### src/cpu_pkg.sv
package cpu_pkg;

    // cp0 register numbers, sel 0
    localparam logic [4:0] CP0_BADVADDR = 5'd8;
    localparam logic [4:0] CP0_COUNT    = 5'd9;
    localparam logic [4:0] CP0_COMPARE  = 5'd11;
    localparam logic [4:0] CP0_STATUS   = 5'd12;
    localparam logic [4:0] CP0_CAUSE    = 5'd13;
    localparam logic [4:0] CP0_EPC      = 5'd14;

    localparam logic [4:0] EXC_INT  = 5'h00;
    localparam logic [4:0] EXC_ADEL = 5'h04;  // load or fetch address error
    localparam logic [4:0] EXC_ADES = 5'h05;  // store address error
    localparam logic [4:0] EXC_SYS  = 5'h08;
    localparam logic [4:0] EXC_OV   = 5'h0c;

    localparam logic [31:0] EXC_VECTOR      = 32'hbfc0_0380;  // bev=1 general vector
    localparam logic [19:0] MAP_USEG_OFFSET = 20'h20000;      // in 4 KB frames

    // access size, shared by pipeline bus and cache request
    localparam logic [1:0] SIZE_BYTE = 2'd0;
    localparam logic [1:0] SIZE_HALF = 2'd1;
    localparam logic [1:0] SIZE_WORD = 2'd2;

    typedef struct packed {
        logic [31:0] pc;
        logic [31:0] alu_result;
        logic [31:0] rt_value;       // mtc0 source
        logic [4:0]  dest;
        logic        gr_we;
        logic        load_op;
        logic        mem_we;
        logic [3:0]  wstrb;
        logic [31:0] wdata;          // store data, already lane aligned
        logic [1:0]  mem_size;
        logic        load_unsigned;
        logic        inst_mfc0;
        logic        inst_mtc0;
        logic        inst_eret;
        logic [4:0]  cp0_rd;
        logic [2:0]  cp0_sel;
        logic        ex;
        logic [4:0]  exccode;
        logic        bd;
    } es_to_m1_t;

    typedef struct packed {
        logic [31:0] pc;
        logic [31:0] final_result;
        logic [4:0]  dest;
        logic        gr_we;
        logic        load_op;
        logic [1:0]  mem_size;
        logic        load_unsigned;
        logic [1:0]  byte_offset;
        logic        ex;
    } m1_to_ms_t;

    typedef struct packed {
        logic [31:0] pc;
        logic [4:0]  dest;
        logic        gr_we;
        logic [31:0] wdata;
    } ws_bus_t;

    typedef struct packed {
        logic        op;             // 1 = store
        logic [7:0]  index;
        logic [19:0] tag;            // physical frame
        logic [3:0]  offset;
        logic [3:0]  wstrb;
        logic [31:0] wdata;
        logic [1:0]  size;
        logic        uncached;
    } dcache_req_t;

    typedef struct packed {
        logic [19:0] vpn;
        logic [7:0]  index;
        logic [3:0]  offset;
    } vaddr_fields_t;

    typedef union packed {
        logic [31:0]   word;
        vaddr_fields_t f;
    } vaddr_u;

endpackage

### src/cp0_regs.sv
module cp0_regs (
    input  logic        clk,
    input  logic        reset,
    input  logic        valid,
    input  logic        commit,       // instruction leaves m1 this edge
    input  logic [4:0]  cp0_rd,
    input  logic [2:0]  cp0_sel,
    input  logic        inst_mtc0,
    input  logic        inst_eret,
    input  logic        ex,
    input  logic [4:0]  exccode,
    input  logic        bd,
    input  logic [31:0] pc,
    input  logic [31:0] badvaddr,
    input  logic [31:0] wdata,
    input  logic [5:0]  ext_int,
    output logic [31:0] rdata,
    output logic [31:0] epc,
    output logic        int_pending
);
    import cpu_pkg::*;

    logic        wr_en;
    logic        ex_commit;
    logic        eret_commit;
    logic        mtc0_commit;
    logic [7:0]  status_im;
    logic        status_exl;
    logic        status_ie;
    logic        cause_bd;
    logic        cause_ti;
    logic [1:0]  cause_ip_sw;
    logic [4:0]  cause_exccode;
    logic [5:0]  ext_int_q;
    logic [7:0]  cause_ip;
    logic        tick;
    logic [31:0] count_r;
    logic [31:0] compare_r;
    logic [31:0] epc_r;
    logic [31:0] badvaddr_r;

    assign wr_en       = valid & commit;
    assign ex_commit   = wr_en & ex;
    assign eret_commit = wr_en & inst_eret;
    assign mtc0_commit = wr_en & inst_mtc0 & (cp0_sel == 3'd0);

    // ip7 shared between hw int 5 and the timer
    assign cause_ip = {ext_int_q[5] | cause_ti, ext_int_q[4:0], cause_ip_sw};

    always_ff @(posedge clk) begin
        if (reset) begin
            status_im  <= 8'h00;
            status_exl <= 1'b0;
            status_ie  <= 1'b0;
        end else if (ex_commit) begin
            status_exl <= 1'b1;
        end else if (eret_commit) begin
            status_exl <= 1'b0;
        end else if (mtc0_commit && cp0_rd == CP0_STATUS) begin
            status_im  <= wdata[15:8];
            status_exl <= wdata[1];
            status_ie  <= wdata[0];
        end
    end

    always_ff @(posedge clk) begin
        if (reset) begin
            cause_bd      <= 1'b0;
            cause_exccode <= 5'd0;
            cause_ip_sw   <= 2'b00;
        end else if (ex_commit) begin
            if (!status_exl) cause_bd <= bd;  // nested exception keeps old bd
            cause_exccode <= exccode;
        end else if (mtc0_commit && cp0_rd == CP0_CAUSE) begin
            cause_ip_sw <= wdata[9:8];
        end
    end

    always_ff @(posedge clk) begin
        if (reset) begin
            ext_int_q <= 6'd0;
            tick      <= 1'b0;
            count_r   <= 32'd0;
            compare_r <= 32'hffff_ffff;
            cause_ti  <= 1'b0;
        end else begin
            ext_int_q <= ext_int;
            tick      <= ~tick;
            if (mtc0_commit && cp0_rd == CP0_COUNT) count_r <= wdata;
            else if (tick) count_r <= count_r + 32'd1;  // half clock rate
            if (mtc0_commit && cp0_rd == CP0_COMPARE) begin
                compare_r <= wdata;
                cause_ti  <= 1'b0;  // compare write acks the timer
            end else if (count_r == compare_r) begin
                cause_ti <= 1'b1;
            end
        end
    end

    always_ff @(posedge clk) begin
        if (ex_commit && !status_exl) epc_r <= bd ? pc - 32'd4 : pc;
        else if (mtc0_commit && cp0_rd == CP0_EPC) epc_r <= wdata;
        if (ex_commit && (exccode == EXC_ADEL || exccode == EXC_ADES)) badvaddr_r <= badvaddr;
    end

    always_comb begin
        rdata = 32'd0;
        if (cp0_sel == 3'd0) begin
            case (cp0_rd)
                CP0_BADVADDR: rdata = badvaddr_r;
                CP0_COUNT:    rdata = count_r;
                CP0_COMPARE:  rdata = compare_r;
                CP0_STATUS:   rdata = {9'd0, 1'b1, 6'd0, status_im, 6'd0, status_exl, status_ie};
                CP0_CAUSE:    rdata = {cause_bd, cause_ti, 14'd0, cause_ip, 1'b0,
                                       cause_exccode, 2'b00};
                CP0_EPC:      rdata = epc_r;
                default:      rdata = 32'd0;
            endcase
        end
    end

    assign epc         = epc_r;
    assign int_pending = status_ie & ~status_exl & (|(cause_ip & status_im));

    // execute must never tag an mtc0 with an exception
    assert property (@(posedge clk) disable iff (reset) wr_en |-> !(inst_mtc0 && ex));

endmodule

### src/dtlb_map.sv
module dtlb_map (
    input  logic [19:0] vpn,
    output logic [19:0] pfn,
    output logic        uncached
);
    import cpu_pkg::*;

    always_comb begin
        pfn      = vpn;    // kseg2/kseg3 pass straight through
        uncached = 1'b0;
        case (vpn[19:17])
            3'b100: begin  // kseg0
                pfn = {3'b000, vpn[16:0]};
            end
            3'b101: begin  // kseg1, same frame as kseg0
                pfn      = {3'b000, vpn[16:0]};
                uncached = 1'b1;
            end
            3'b110,
            3'b111: begin
                pfn = vpn;
            end
            default: begin  // useg
                pfn = vpn + MAP_USEG_OFFSET;
            end
        endcase
    end

endmodule

### src/m1_stage.sv
module m1_stage (
    input  logic                  clk,
    input  logic                  reset,
    input  logic                  es_valid,
    input  cpu_pkg::es_to_m1_t    es_bus,
    output logic                  m1_allowin,
    output logic                  m1s_to_ms_valid,
    output cpu_pkg::m1_to_ms_t    m1s_to_ms_bus,
    input  logic                  ms_allowin,
    output logic [4:0]            fwd_dest,
    output logic [31:0]           fwd_result,
    output logic                  fwd_load_op,
    output logic                  fwd_mfc0,
    output logic                  flush,
    output logic [31:0]           flush_target,
    input  logic [5:0]            ext_int,
    output logic                  dcache_valid,
    output cpu_pkg::dcache_req_t  dcache_req,
    input  logic                  dcache_busy
);
    import cpu_pkg::*;

    es_to_m1_t   m1_r;
    logic        m1_valid;
    logic        m1_ready_go;
    logic        mem_op;
    logic        int_pending;
    logic        int_take;
    logic        m1_ex;
    logic [4:0]  m1_exccode;
    logic [31:0] cp0_rdata;
    logic [31:0] cp0_epc;
    logic [31:0] final_result;
    logic [19:0] pfn;
    logic        uncached;
    vaddr_u      va;

    assign mem_op      = m1_r.load_op | m1_r.mem_we;
    assign int_take    = m1_valid & int_pending;  // interrupt lands on the m1 instruction
    assign m1_ex       = m1_r.ex | int_take;
    assign m1_exccode  = m1_r.ex ? m1_r.exccode : EXC_INT;
    assign m1_ready_go = m1_ex | ~mem_op | ~dcache_busy;
    assign m1_allowin  = ~m1_valid | (m1_ready_go & ms_allowin);
    assign m1s_to_ms_valid = m1_valid & m1_ready_go;

    always_ff @(posedge clk) begin
        if (reset) m1_valid <= 1'b0;
        else if (m1_allowin) m1_valid <= es_valid & ~flush;  // younger work dropped on flush
    end

    always_ff @(posedge clk) begin
        if (es_valid && m1_allowin) m1_r <= es_bus;
    end

    cp0_regs cp0_i (
        .clk(clk), .reset(reset), .valid(m1_valid), .commit(m1_ready_go & ms_allowin),
        .cp0_rd(m1_r.cp0_rd), .cp0_sel(m1_r.cp0_sel),
        .inst_mtc0(m1_r.inst_mtc0 & ~int_take), .inst_eret(m1_r.inst_eret & ~m1_ex),
        .ex(m1_ex), .exccode(m1_exccode), .bd(m1_r.bd), .pc(m1_r.pc),
        .badvaddr(va.word), .wdata(m1_r.rt_value), .ext_int(ext_int),
        .rdata(cp0_rdata), .epc(cp0_epc), .int_pending(int_pending)
    );

    assign va.word = m1_r.alu_result;

    dtlb_map dtlb_i (.vpn(va.f.vpn), .pfn(pfn), .uncached(uncached));

    assign final_result = m1_r.inst_mfc0 ? cp0_rdata : m1_r.alu_result;
    assign fwd_dest     = m1_r.dest & {5{m1_valid}};
    assign fwd_result   = final_result;
    assign fwd_load_op  = m1_valid & m1_r.load_op;
    assign fwd_mfc0     = m1_valid & m1_r.inst_mfc0;

    assign flush        = m1_valid & (m1_ex | m1_r.inst_eret);
    assign flush_target = m1_ex ? EXC_VECTOR : cp0_epc;

    // issued only in the cycle the instruction leaves, so never twice
    assign dcache_valid = m1_valid & mem_op & ~m1_ex & ~m1_r.inst_eret & ~dcache_busy
                        & ms_allowin;

    always_comb begin
        dcache_req.op       = m1_r.mem_we;
        dcache_req.index    = va.f.index;
        dcache_req.tag      = pfn;
        dcache_req.offset   = va.f.offset;
        dcache_req.wstrb    = m1_r.mem_we ? m1_r.wstrb : 4'h0;
        dcache_req.wdata    = m1_r.wdata;
        dcache_req.size     = m1_r.mem_size;
        dcache_req.uncached = uncached;
    end

    always_comb begin
        m1s_to_ms_bus.pc            = m1_r.pc;
        m1s_to_ms_bus.final_result  = final_result;
        m1s_to_ms_bus.dest          = m1_r.dest;
        m1s_to_ms_bus.gr_we         = m1_r.gr_we;
        m1s_to_ms_bus.load_op       = m1_r.load_op;
        m1s_to_ms_bus.mem_size      = m1_r.mem_size;
        m1s_to_ms_bus.load_unsigned = m1_r.load_unsigned;
        m1s_to_ms_bus.byte_offset   = va.f.offset[1:0];
        m1s_to_ms_bus.ex            = m1_ex;
    end

    // after a request m1 is empty or holds a newly accepted instruction
    assert property (@(posedge clk) disable iff (reset)
        dcache_valid |=> !m1_valid || $past(es_valid && m1_allowin));

endmodule

### src/ms_stage.sv
module ms_stage (
    input  logic               clk,
    input  logic               reset,
    input  logic               m1s_to_ms_valid,
    input  cpu_pkg::m1_to_ms_t m1s_to_ms_bus,
    output logic               ms_allowin,
    input  logic [31:0]        dcache_rdata,
    output logic               ws_valid,
    output cpu_pkg::ws_bus_t   ws_bus,
    input  logic               ws_allowin
);
    import cpu_pkg::*;

    m1_to_ms_t   ms_r;
    logic        ms_valid;
    logic        fresh;       // first cycle in ms, cache data on the bus
    logic [31:0] rdata_q;
    logic [31:0] rdata;
    logic [31:0] shifted;
    logic [31:0] load_value;

    assign ms_allowin = ~ms_valid | ws_allowin;
    assign ws_valid   = ms_valid;

    always_ff @(posedge clk) begin
        if (reset) begin
            ms_valid <= 1'b0;
            fresh    <= 1'b0;
        end else begin
            if (ms_allowin) ms_valid <= m1s_to_ms_valid;
            fresh <= m1s_to_ms_valid & ms_allowin;
        end
    end

    always_ff @(posedge clk) begin
        if (m1s_to_ms_valid && ms_allowin) ms_r <= m1s_to_ms_bus;
        if (fresh) rdata_q <= dcache_rdata;  // keep data while ws stalls
    end

    assign rdata   = fresh ? dcache_rdata : rdata_q;
    assign shifted = rdata >> {ms_r.byte_offset, 3'b000};

    always_comb begin
        case (ms_r.mem_size)
            SIZE_BYTE: load_value = {{24{~ms_r.load_unsigned & shifted[7]}}, shifted[7:0]};
            SIZE_HALF: load_value = {{16{~ms_r.load_unsigned & shifted[15]}}, shifted[15:0]};
            default:   load_value = rdata;
        endcase
    end

    assign ws_bus.pc    = ms_r.pc;
    assign ws_bus.dest  = ms_r.dest;
    assign ws_bus.gr_we = ms_r.gr_we & ~ms_r.ex;  // flushed instruction writes nothing
    assign ws_bus.wdata = ms_r.load_op ? load_value : ms_r.final_result;

    assert property (@(posedge clk) disable iff (reset)
        (ws_valid && ws_allowin && ms_r.load_op && !ms_r.ex) |->
            (ms_r.mem_size == SIZE_BYTE || ms_r.byte_offset == 2'b00 ||
             (ms_r.mem_size == SIZE_HALF && !ms_r.byte_offset[0])));

endmodule

### src/cpu_mem1.sv
module cpu_mem1 (
    input  logic                  clk,
    input  logic                  reset,
    input  logic                  es_valid,
    input  cpu_pkg::es_to_m1_t    es_bus,
    output logic                  m1_allowin,
    output logic [4:0]            fwd_dest,
    output logic [31:0]           fwd_result,
    output logic                  fwd_load_op,
    output logic                  fwd_mfc0,
    output logic                  flush,
    output logic [31:0]           flush_target,
    input  logic [5:0]            ext_int,
    output logic                  dcache_valid,
    output cpu_pkg::dcache_req_t  dcache_req,
    input  logic                  dcache_busy,
    input  logic [31:0]           dcache_rdata,
    output logic                  ws_valid,
    output cpu_pkg::ws_bus_t      ws_bus,
    input  logic                  ws_allowin
);
    import cpu_pkg::*;

    logic      m1s_to_ms_valid;
    m1_to_ms_t m1s_to_ms_bus;
    logic      ms_allowin;

    m1_stage m1_i (
        .clk(clk), .reset(reset), .es_valid(es_valid), .es_bus(es_bus),
        .m1_allowin(m1_allowin), .m1s_to_ms_valid(m1s_to_ms_valid),
        .m1s_to_ms_bus(m1s_to_ms_bus), .ms_allowin(ms_allowin),
        .fwd_dest(fwd_dest), .fwd_result(fwd_result), .fwd_load_op(fwd_load_op),
        .fwd_mfc0(fwd_mfc0), .flush(flush), .flush_target(flush_target), .ext_int(ext_int),
        .dcache_valid(dcache_valid), .dcache_req(dcache_req), .dcache_busy(dcache_busy)
    );

    ms_stage ms_i (
        .clk(clk), .reset(reset), .m1s_to_ms_valid(m1s_to_ms_valid),
        .m1s_to_ms_bus(m1s_to_ms_bus), .ms_allowin(ms_allowin), .dcache_rdata(dcache_rdata),
        .ws_valid(ws_valid), .ws_bus(ws_bus), .ws_allowin(ws_allowin)
    );

endmodule

### config.mk
export PLATFORM = sky130hd
export DESIGN_NAME = cpu_mem1
export DESIGN_NICKNAME = d
export VERILOG_FILES = /design/src/cpu_pkg.sv /design/src/cp0_regs.sv /design/src/dtlb_map.sv /design/src/m1_stage.sv /design/src/ms_stage.sv /design/src/cpu_mem1.sv
export SDC_FILE = /design/constraint.sdc
export NUM_CORES = 1
export LEC_CHECK = 0
export BUFFER_PORTS_ARGS = -buffer_cell sky130_fd_sc_hd__buf_2
export CORE_ASPECT_RATIO = 1.25
export CORE_UTILIZATION = 40
export CTS_BUF_LIST = sky130_fd_sc_hd__clkbuf_4
export CTS_CLUSTER_DIAMETER = 150
export DETAILED_ROUTE_END_ITERATION = 6
export REMOVE_ABC_BUFFERS = 1
export SLEW_MARGIN = 20
export SYNTH_ARGS = -nofsm -noshare
export SYNTH_HDL_FRONTEND = slang
export SYNTH_SLANG_ARGS = --single-unit
### constraint.sdc
create_clock -name clk -period 16.7 [get_ports clk]
set_input_delay 0.835 -clock clk [delete_from_list [all_inputs] [get_ports clk]]
set_output_delay 0.835 -clock clk [all_outputs]
set_load 0.01 [all_outputs]
# == Yosys cells after proc, flatten, opt, wreduce, memory -nomap -nowiden ==
# Index checks and enable logic that the tools add are counted.
# totals
word_cells,154
ff_bits,427
inputBits,204
# op_classes
n_eq_ne,14
shifts,1
n_reduce_logical,23
n_mux,19
bitwise_logic,49
addsub,3
# op_table
cell,n
32-bit two-way mux,10
32-bit case mux with 6 select lines,1
32-bit case mux with 2 select lines,1
20-bit case mux with 2 select lines,1
"32-bit by 1-bit adder with 32-bit output, second input constant",1
32-bit equality test,1
32-bit by 5-bit >> shifter with 16-bit output,1
"32-bit by 3-bit subtractor with 32-bit output, second input constant",1
"5-bit by 4-bit equality test with 1-bit output, second input constant",6
1-bit AND,25
"20-bit by 18-bit adder with 20-bit output, second input constant",1
1-bit inverter,14
"3-bit equality test, second input constant",4
"5-bit by 3-bit equality test with 1-bit output, second input constant",2
1-bit logical AND,9
8-bit AND,1
1-bit OR,8
8-bit OR reduction,1
2-bit OR reduction,3
5-bit AND,1
5-bit two-way mux,1
1-bit two-way mux,4
4-bit two-way mux,1
2-bit AND reduction,2
other kinds (8),9

# == Depth between registers and ports, before layout ==
# depth
word_depth,16
ltp_mapped,9
mapped_depth_nobuf,7

# == Modules after synthesis ==
# A second synthesis with hierarchy kept.
# hier_totals
hier_cells,1624
area_unflattened_um2,19738.9
# by_module_without_submodules
mod,cells_each,seq_area_each_um2,n_inst,area_per_inst_um2
cp0_regs,867,3723.6,1,8101.5
m1_stage,392,4854.7,1,6650.1
ms_stage,340,2992.9,1,4788.3
dtlb_map,25,0.0,1,198.9

# == Worst setup path after synthesis ==
# No wires, ideal clock.
# synth_timing
path_type,input port to flip-flop
startpoint,input port ws_allowin
endpoint,"register m1_i.m1_r, in the netlist m1_i.dcache_req[10], enable pin"
t_arrival_ns,8.441
required_time_ns,15.999
path_stages,5
setup_ns,0.701
setup_slack_ns,7.558
cell_sequence,nand2b_1 > o21ai_1 > nand2_1 > a21oi_1 > nor2b_1
# synth_via
elab_chain_cells,4
# synth_rtl
item,line,source
from (decl),cpu_mem1.sv:20,input logic ws_allowin
1-bit OR,ms_stage.sv:22,assign ms_allowin = ~ms_valid | ws_allowin;
1-bit AND,m1_stage.sv:43,assign m1_allowin = ~m1_valid | (m1_ready_go & ms_allowin);
1-bit OR,m1_stage.sv:43,
1-bit logical AND,m1_stage.sv:52,if (es_valid && m1_allowin) m1_r <= es_bus;
to (signal assigned),m1_stage.sv:52,
to (decl),m1_stage.sv:23,es_to_m1_t m1_r;
# Every way passes these cells.
# A chain may end at the register's enable or synchronous reset.

==> results by group <==
Min path
  • Worst Hold Class: in2reg
  • Worst Hold Path Cells: 1

Synthesis
  • Async set or reset register ratio after synthesis: 0%
  • Adder and majority gate portion of the synthesized area: 0.4584%
  • Average cell area after synthesis: 12.34 sq um
  • Area of the mapped netlist: 19110 sq um
  • FF+latch count, synth: 427
  • Main combinational cell family by area after synthesis: compound AO/OA/AOI/OAI gates
  • Multiplexer share of the synthesized area: 4.859%
  • Number of enable-type register cells in the synthesized netlist: 302
  • Simple-gate portion of the synthesized area: 10.49%
  • Count of cell types in the netlist: 63
  • Total of warnings raised by yosys: 0
  • Area fraction in compound gates after synthesis: 12.00%
  • Xor/xnor cell area share of the yosys netlist: 4.171%
  • Primary FF master, synth: sky130_fd_sc_hd__edfxtp_1
  • Share of synthesized area occupied by flip-flops and latches: 60.56%
  • Mapped Cells: 1549

Placed design
  • Final HPWL DP: 41360 um
  • Final estimated routing congestion in global placement: 0.9415
  • Number of buffers added on ports: 420

Finish
  • Fraction of layout instances using a drive strength above 1: 34.94%
  • Commonest non-fill, non-tap cells in the layout: sky130_fd_sc_hd__buf_2, sky130_fd_sc_hd__edfxtp_1, sky130_fd_sc_hd__clkbuf_4
  • Final net count: 2108
  • Most common library cell in the layout ignoring fill and taps: sky130_fd_sc_hd__buf_2
  • Fillers: 4495
  • Layout-stage area growth over the synthesis result: 17.39%

GRT
  • Initial antenna violation count: 4
  • Grt ovf: 0
  • Number of global-route vias before repair: 14110
  • Largest net degree at the start of global routing: 80
  • Global-route wire length before repair: 84640 um
  • Aggregate global-route resource usage: 23.16%

Die
  • Core area: 47220 sq um
  • Y dimension of the die: 246.4 um
  • Overall die area: 48650 sq um
  • Number of primary I/O pins: 421
  • Standard-cell row count: 89
  • Die width: 197.5 um
  • Starting utilization of the core area: 40.47%

CTS
  • CTS sink count: 427
  • Number of buffers inserted during clock tree synthesis: 107
  • Post-cts sizing count: 0
  • Root buffer cell: sky130_fd_sc_hd__clkbuf_4
  • CTS tree: done
  • Clock-pin slew of the registers on the worst-case setup and hold paths: 0.07 ns
  • Number of buffers inserted to repair setup after CTS: 0
  • Number of hold buffers added after cts: 0
  • Insertion delay of the later-clocked pin in the worst-skew pair: 0.84 ns
  • H-tree level count: 3
  • Worst-case clock buffer depth: 3

Worst setup path
  • Arrival time worst endpoint: 3.58 ns
  • Data required time of the critical path: 15.87 ns
  • Startpoint-to-endpoint class of the critical path: reg2out
  • Crit-path max FO: 34
  • Worst R2R Path Depth: 6
  • Category of the worst setup path capture point: output port
  • Crit path launch type: register

Timing
  • Transition time at the pin with the least slew margin: 1.119 ns
  • Fin Clk Skew: 0.03355 ns
  • Final setup violation count: 0
  • Setup TNS: 0 ns
  • Pins Over Slew Limit: 0
  • Worst slew margin: 24.81%
  • Minimum period implied by the final worst setup slack: 4.420 ns
  • Period Utilization, post-route: 26.47%
  • Final hold vios: 0
  • Unrepaired setup endpoints after global routing: false
  • Highest Clock Rate: 0.2263 GHz

Routing
  • Routed WL per cell: 21.77 um
  • Vias per std cell: 5.296
  • DRC Markers: 0
  • Aggregate routed wire length: 57170 um
  • Remaining antenna violation count: 0
  • Number of detailed-routing iterations run before antenna repair: 5
  • DRC violation total after the first TritonRoute iteration: 903
  • Overall via count from detail_route: 13910

Pwr
  • Ratio of total power to cell area: 106.3 nW/um^2
  • P_leak: 8.695 nW
  • Worst IR Drop VDD: 0.06022 mV
  • Overall power consumption: 2.384 mW

Run status
  • Status: complete, no violations

Run
  • Number of maximum-capacitance constraint violations: 0
-- registers in the layout, indices dropped and copies added, names as in the netlist --
signal,count
ms_i.ms_r,40
m1_i.cp0_i.compare_r,32
m1_i.cp0_i.tick,1
m1_i.cp0_i.count_r,32
m1_i.m1s_to_ms_bus,40
m1_i.cp0_i.epc,32
ms_i.ws_bus,37
m1_i.cp0_i.cause_ip_sw,2
m1_i.cp0_i.status_exl,1
m1_i.va,32
m1_i.cp0_i.cause_bd,1
m1_i.m1_valid,1
ms_i.fresh,1
m1_i.cp0_i.status_ie,1
m1_i.m1_r,54
ms_i.rdata_q,32
m1_i.cp0_i.cause_ti,1
m1_i.cp0_i.cause_exccode,5
m1_i.cp0_i.badvaddr_r,32
m1_i.dcache_req,35
ms_i.ws_valid,1
m1_i.cp0_i.status_im,8
m1_i.cp0_i.ext_int_q,6
-- worst max-delay path, cell delays in order (launching register included) --
cell                       delay (ns)
sky130_fd_sc_hd__dfxtp_1         0.31
sky130_fd_sc_hd__buf_4           0.41
sky130_fd_sc_hd__mux4_2          0.59
sky130_fd_sc_hd__mux2_2          0.30
sky130_fd_sc_hd__a22oi_1         0.19
sky130_fd_sc_hd__or3_1           0.48
sky130_fd_sc_hd__o221ai_1        0.23
sky130_fd_sc_hd__buf_2           0.19
-- through the flow --
step                utilization [%]  std cells  area (sq um)  worst slack (ns)  hold slack (ns)
floorplan                         -       1346         17920             6.244           0.4003
global placement              44.59       2425         21050             13.08           0.4065
detailed placement            44.59       2425         21050             13.02           0.4127
CTS                           47.49       2623         22420             12.18          0.07787
global route                  47.50       2625         22430             11.97           0.1142
finish                        47.51       2626         22430             12.28           0.1688
-- power breakdown --
group	switching (mW)	total, mW	leakage [nW]	internal, mW
sequential	0.0392	1.25	3.89	1.21
combinational	0.153	0.256	3.99	0.103
clock	0.430	0.882	0.815	0.451
total	0.623	2.38	8.69	1.76
-- logic make-up after synthesis --
| logic type | after synthesis |
|---|---|
| AOI/OAI and AO/OA | 314 |
| xor gates and xnor gates | 91 |
| adders and majority gates | 7 |
| buffers and inverters | 268 |
| DFF | 427 |
| muxes | 84 |
| and+or+nand+nor | 358 |
-- cell type report --
class	count	area, sq um	share of cell area (%)
clock buffer	159	1194	5.321
sequential	427	11570	51.58
inverter	65	245.2	1.093
tap	637	797.0	3.553
timing repair buffer	442	2267	10.11
antenna	3	7.507	0.03347
clock inverter	39	176.4	0.7865
multi-input combinational	854	6173	27.52
-- synth_stat cells (all sizes together) (30+ instances only) --
cell type / count / area (sq um)
and3: 42 / 262.8
a21oi: 65 / 325.3
a211o: 33 / 289.0
clkbuf: 75 / 281.5
xnor2: 61 / 534.3
dfxtp: 125 / 2502
o21ai: 38 / 190.2
inv: 65 / 244.0
nor3: 63 / 315.3
nand2: 61 / 229.0
mux2: 50 / 563.0
o22ai: 42 / 262.8
xor2: 30 / 262.8
edfxtp: 302 / 9069
mux2i: 32 / 320.3
and2: 35 / 219.0
buf: 128 / 902.1
-- path summary, 6_finish.rpt --
path                               from                        to  slack (ns)
setup / recovery             ms_i.fresh                ws_bus[20]       12.28
hold / removal              es_bus[151]    m1_i.m1s_to_ms_bus[67]        0.17
setup reg to reg          m1_i.m1_r[10]  m1_i.cp0_i.compare_r[10]       13.32
hold reg to reg   m1_i.m1s_to_ms_bus[3]              ms_i.ms_r[3]        0.42
-- metal layers --
| metal | up-vias | global-route usage (%) | wire length (um) | part of all wire [%] |
|---|---|---|---|---|
| met3 | 96 | 4.969 | 3906 | 6.8 |
| met1 | 6709 | 28.67 | 23550 | 41 |
| met5 | - | 0 | 16 | 0.028 |
| met2 | 594 | 38.95 | 28040 | 49 |
| met4 | 2 | 9.713 | 1653 | 2.9 |
| li1 | 6505 | - | - | - |
Power figures use the tool's default switching activity.
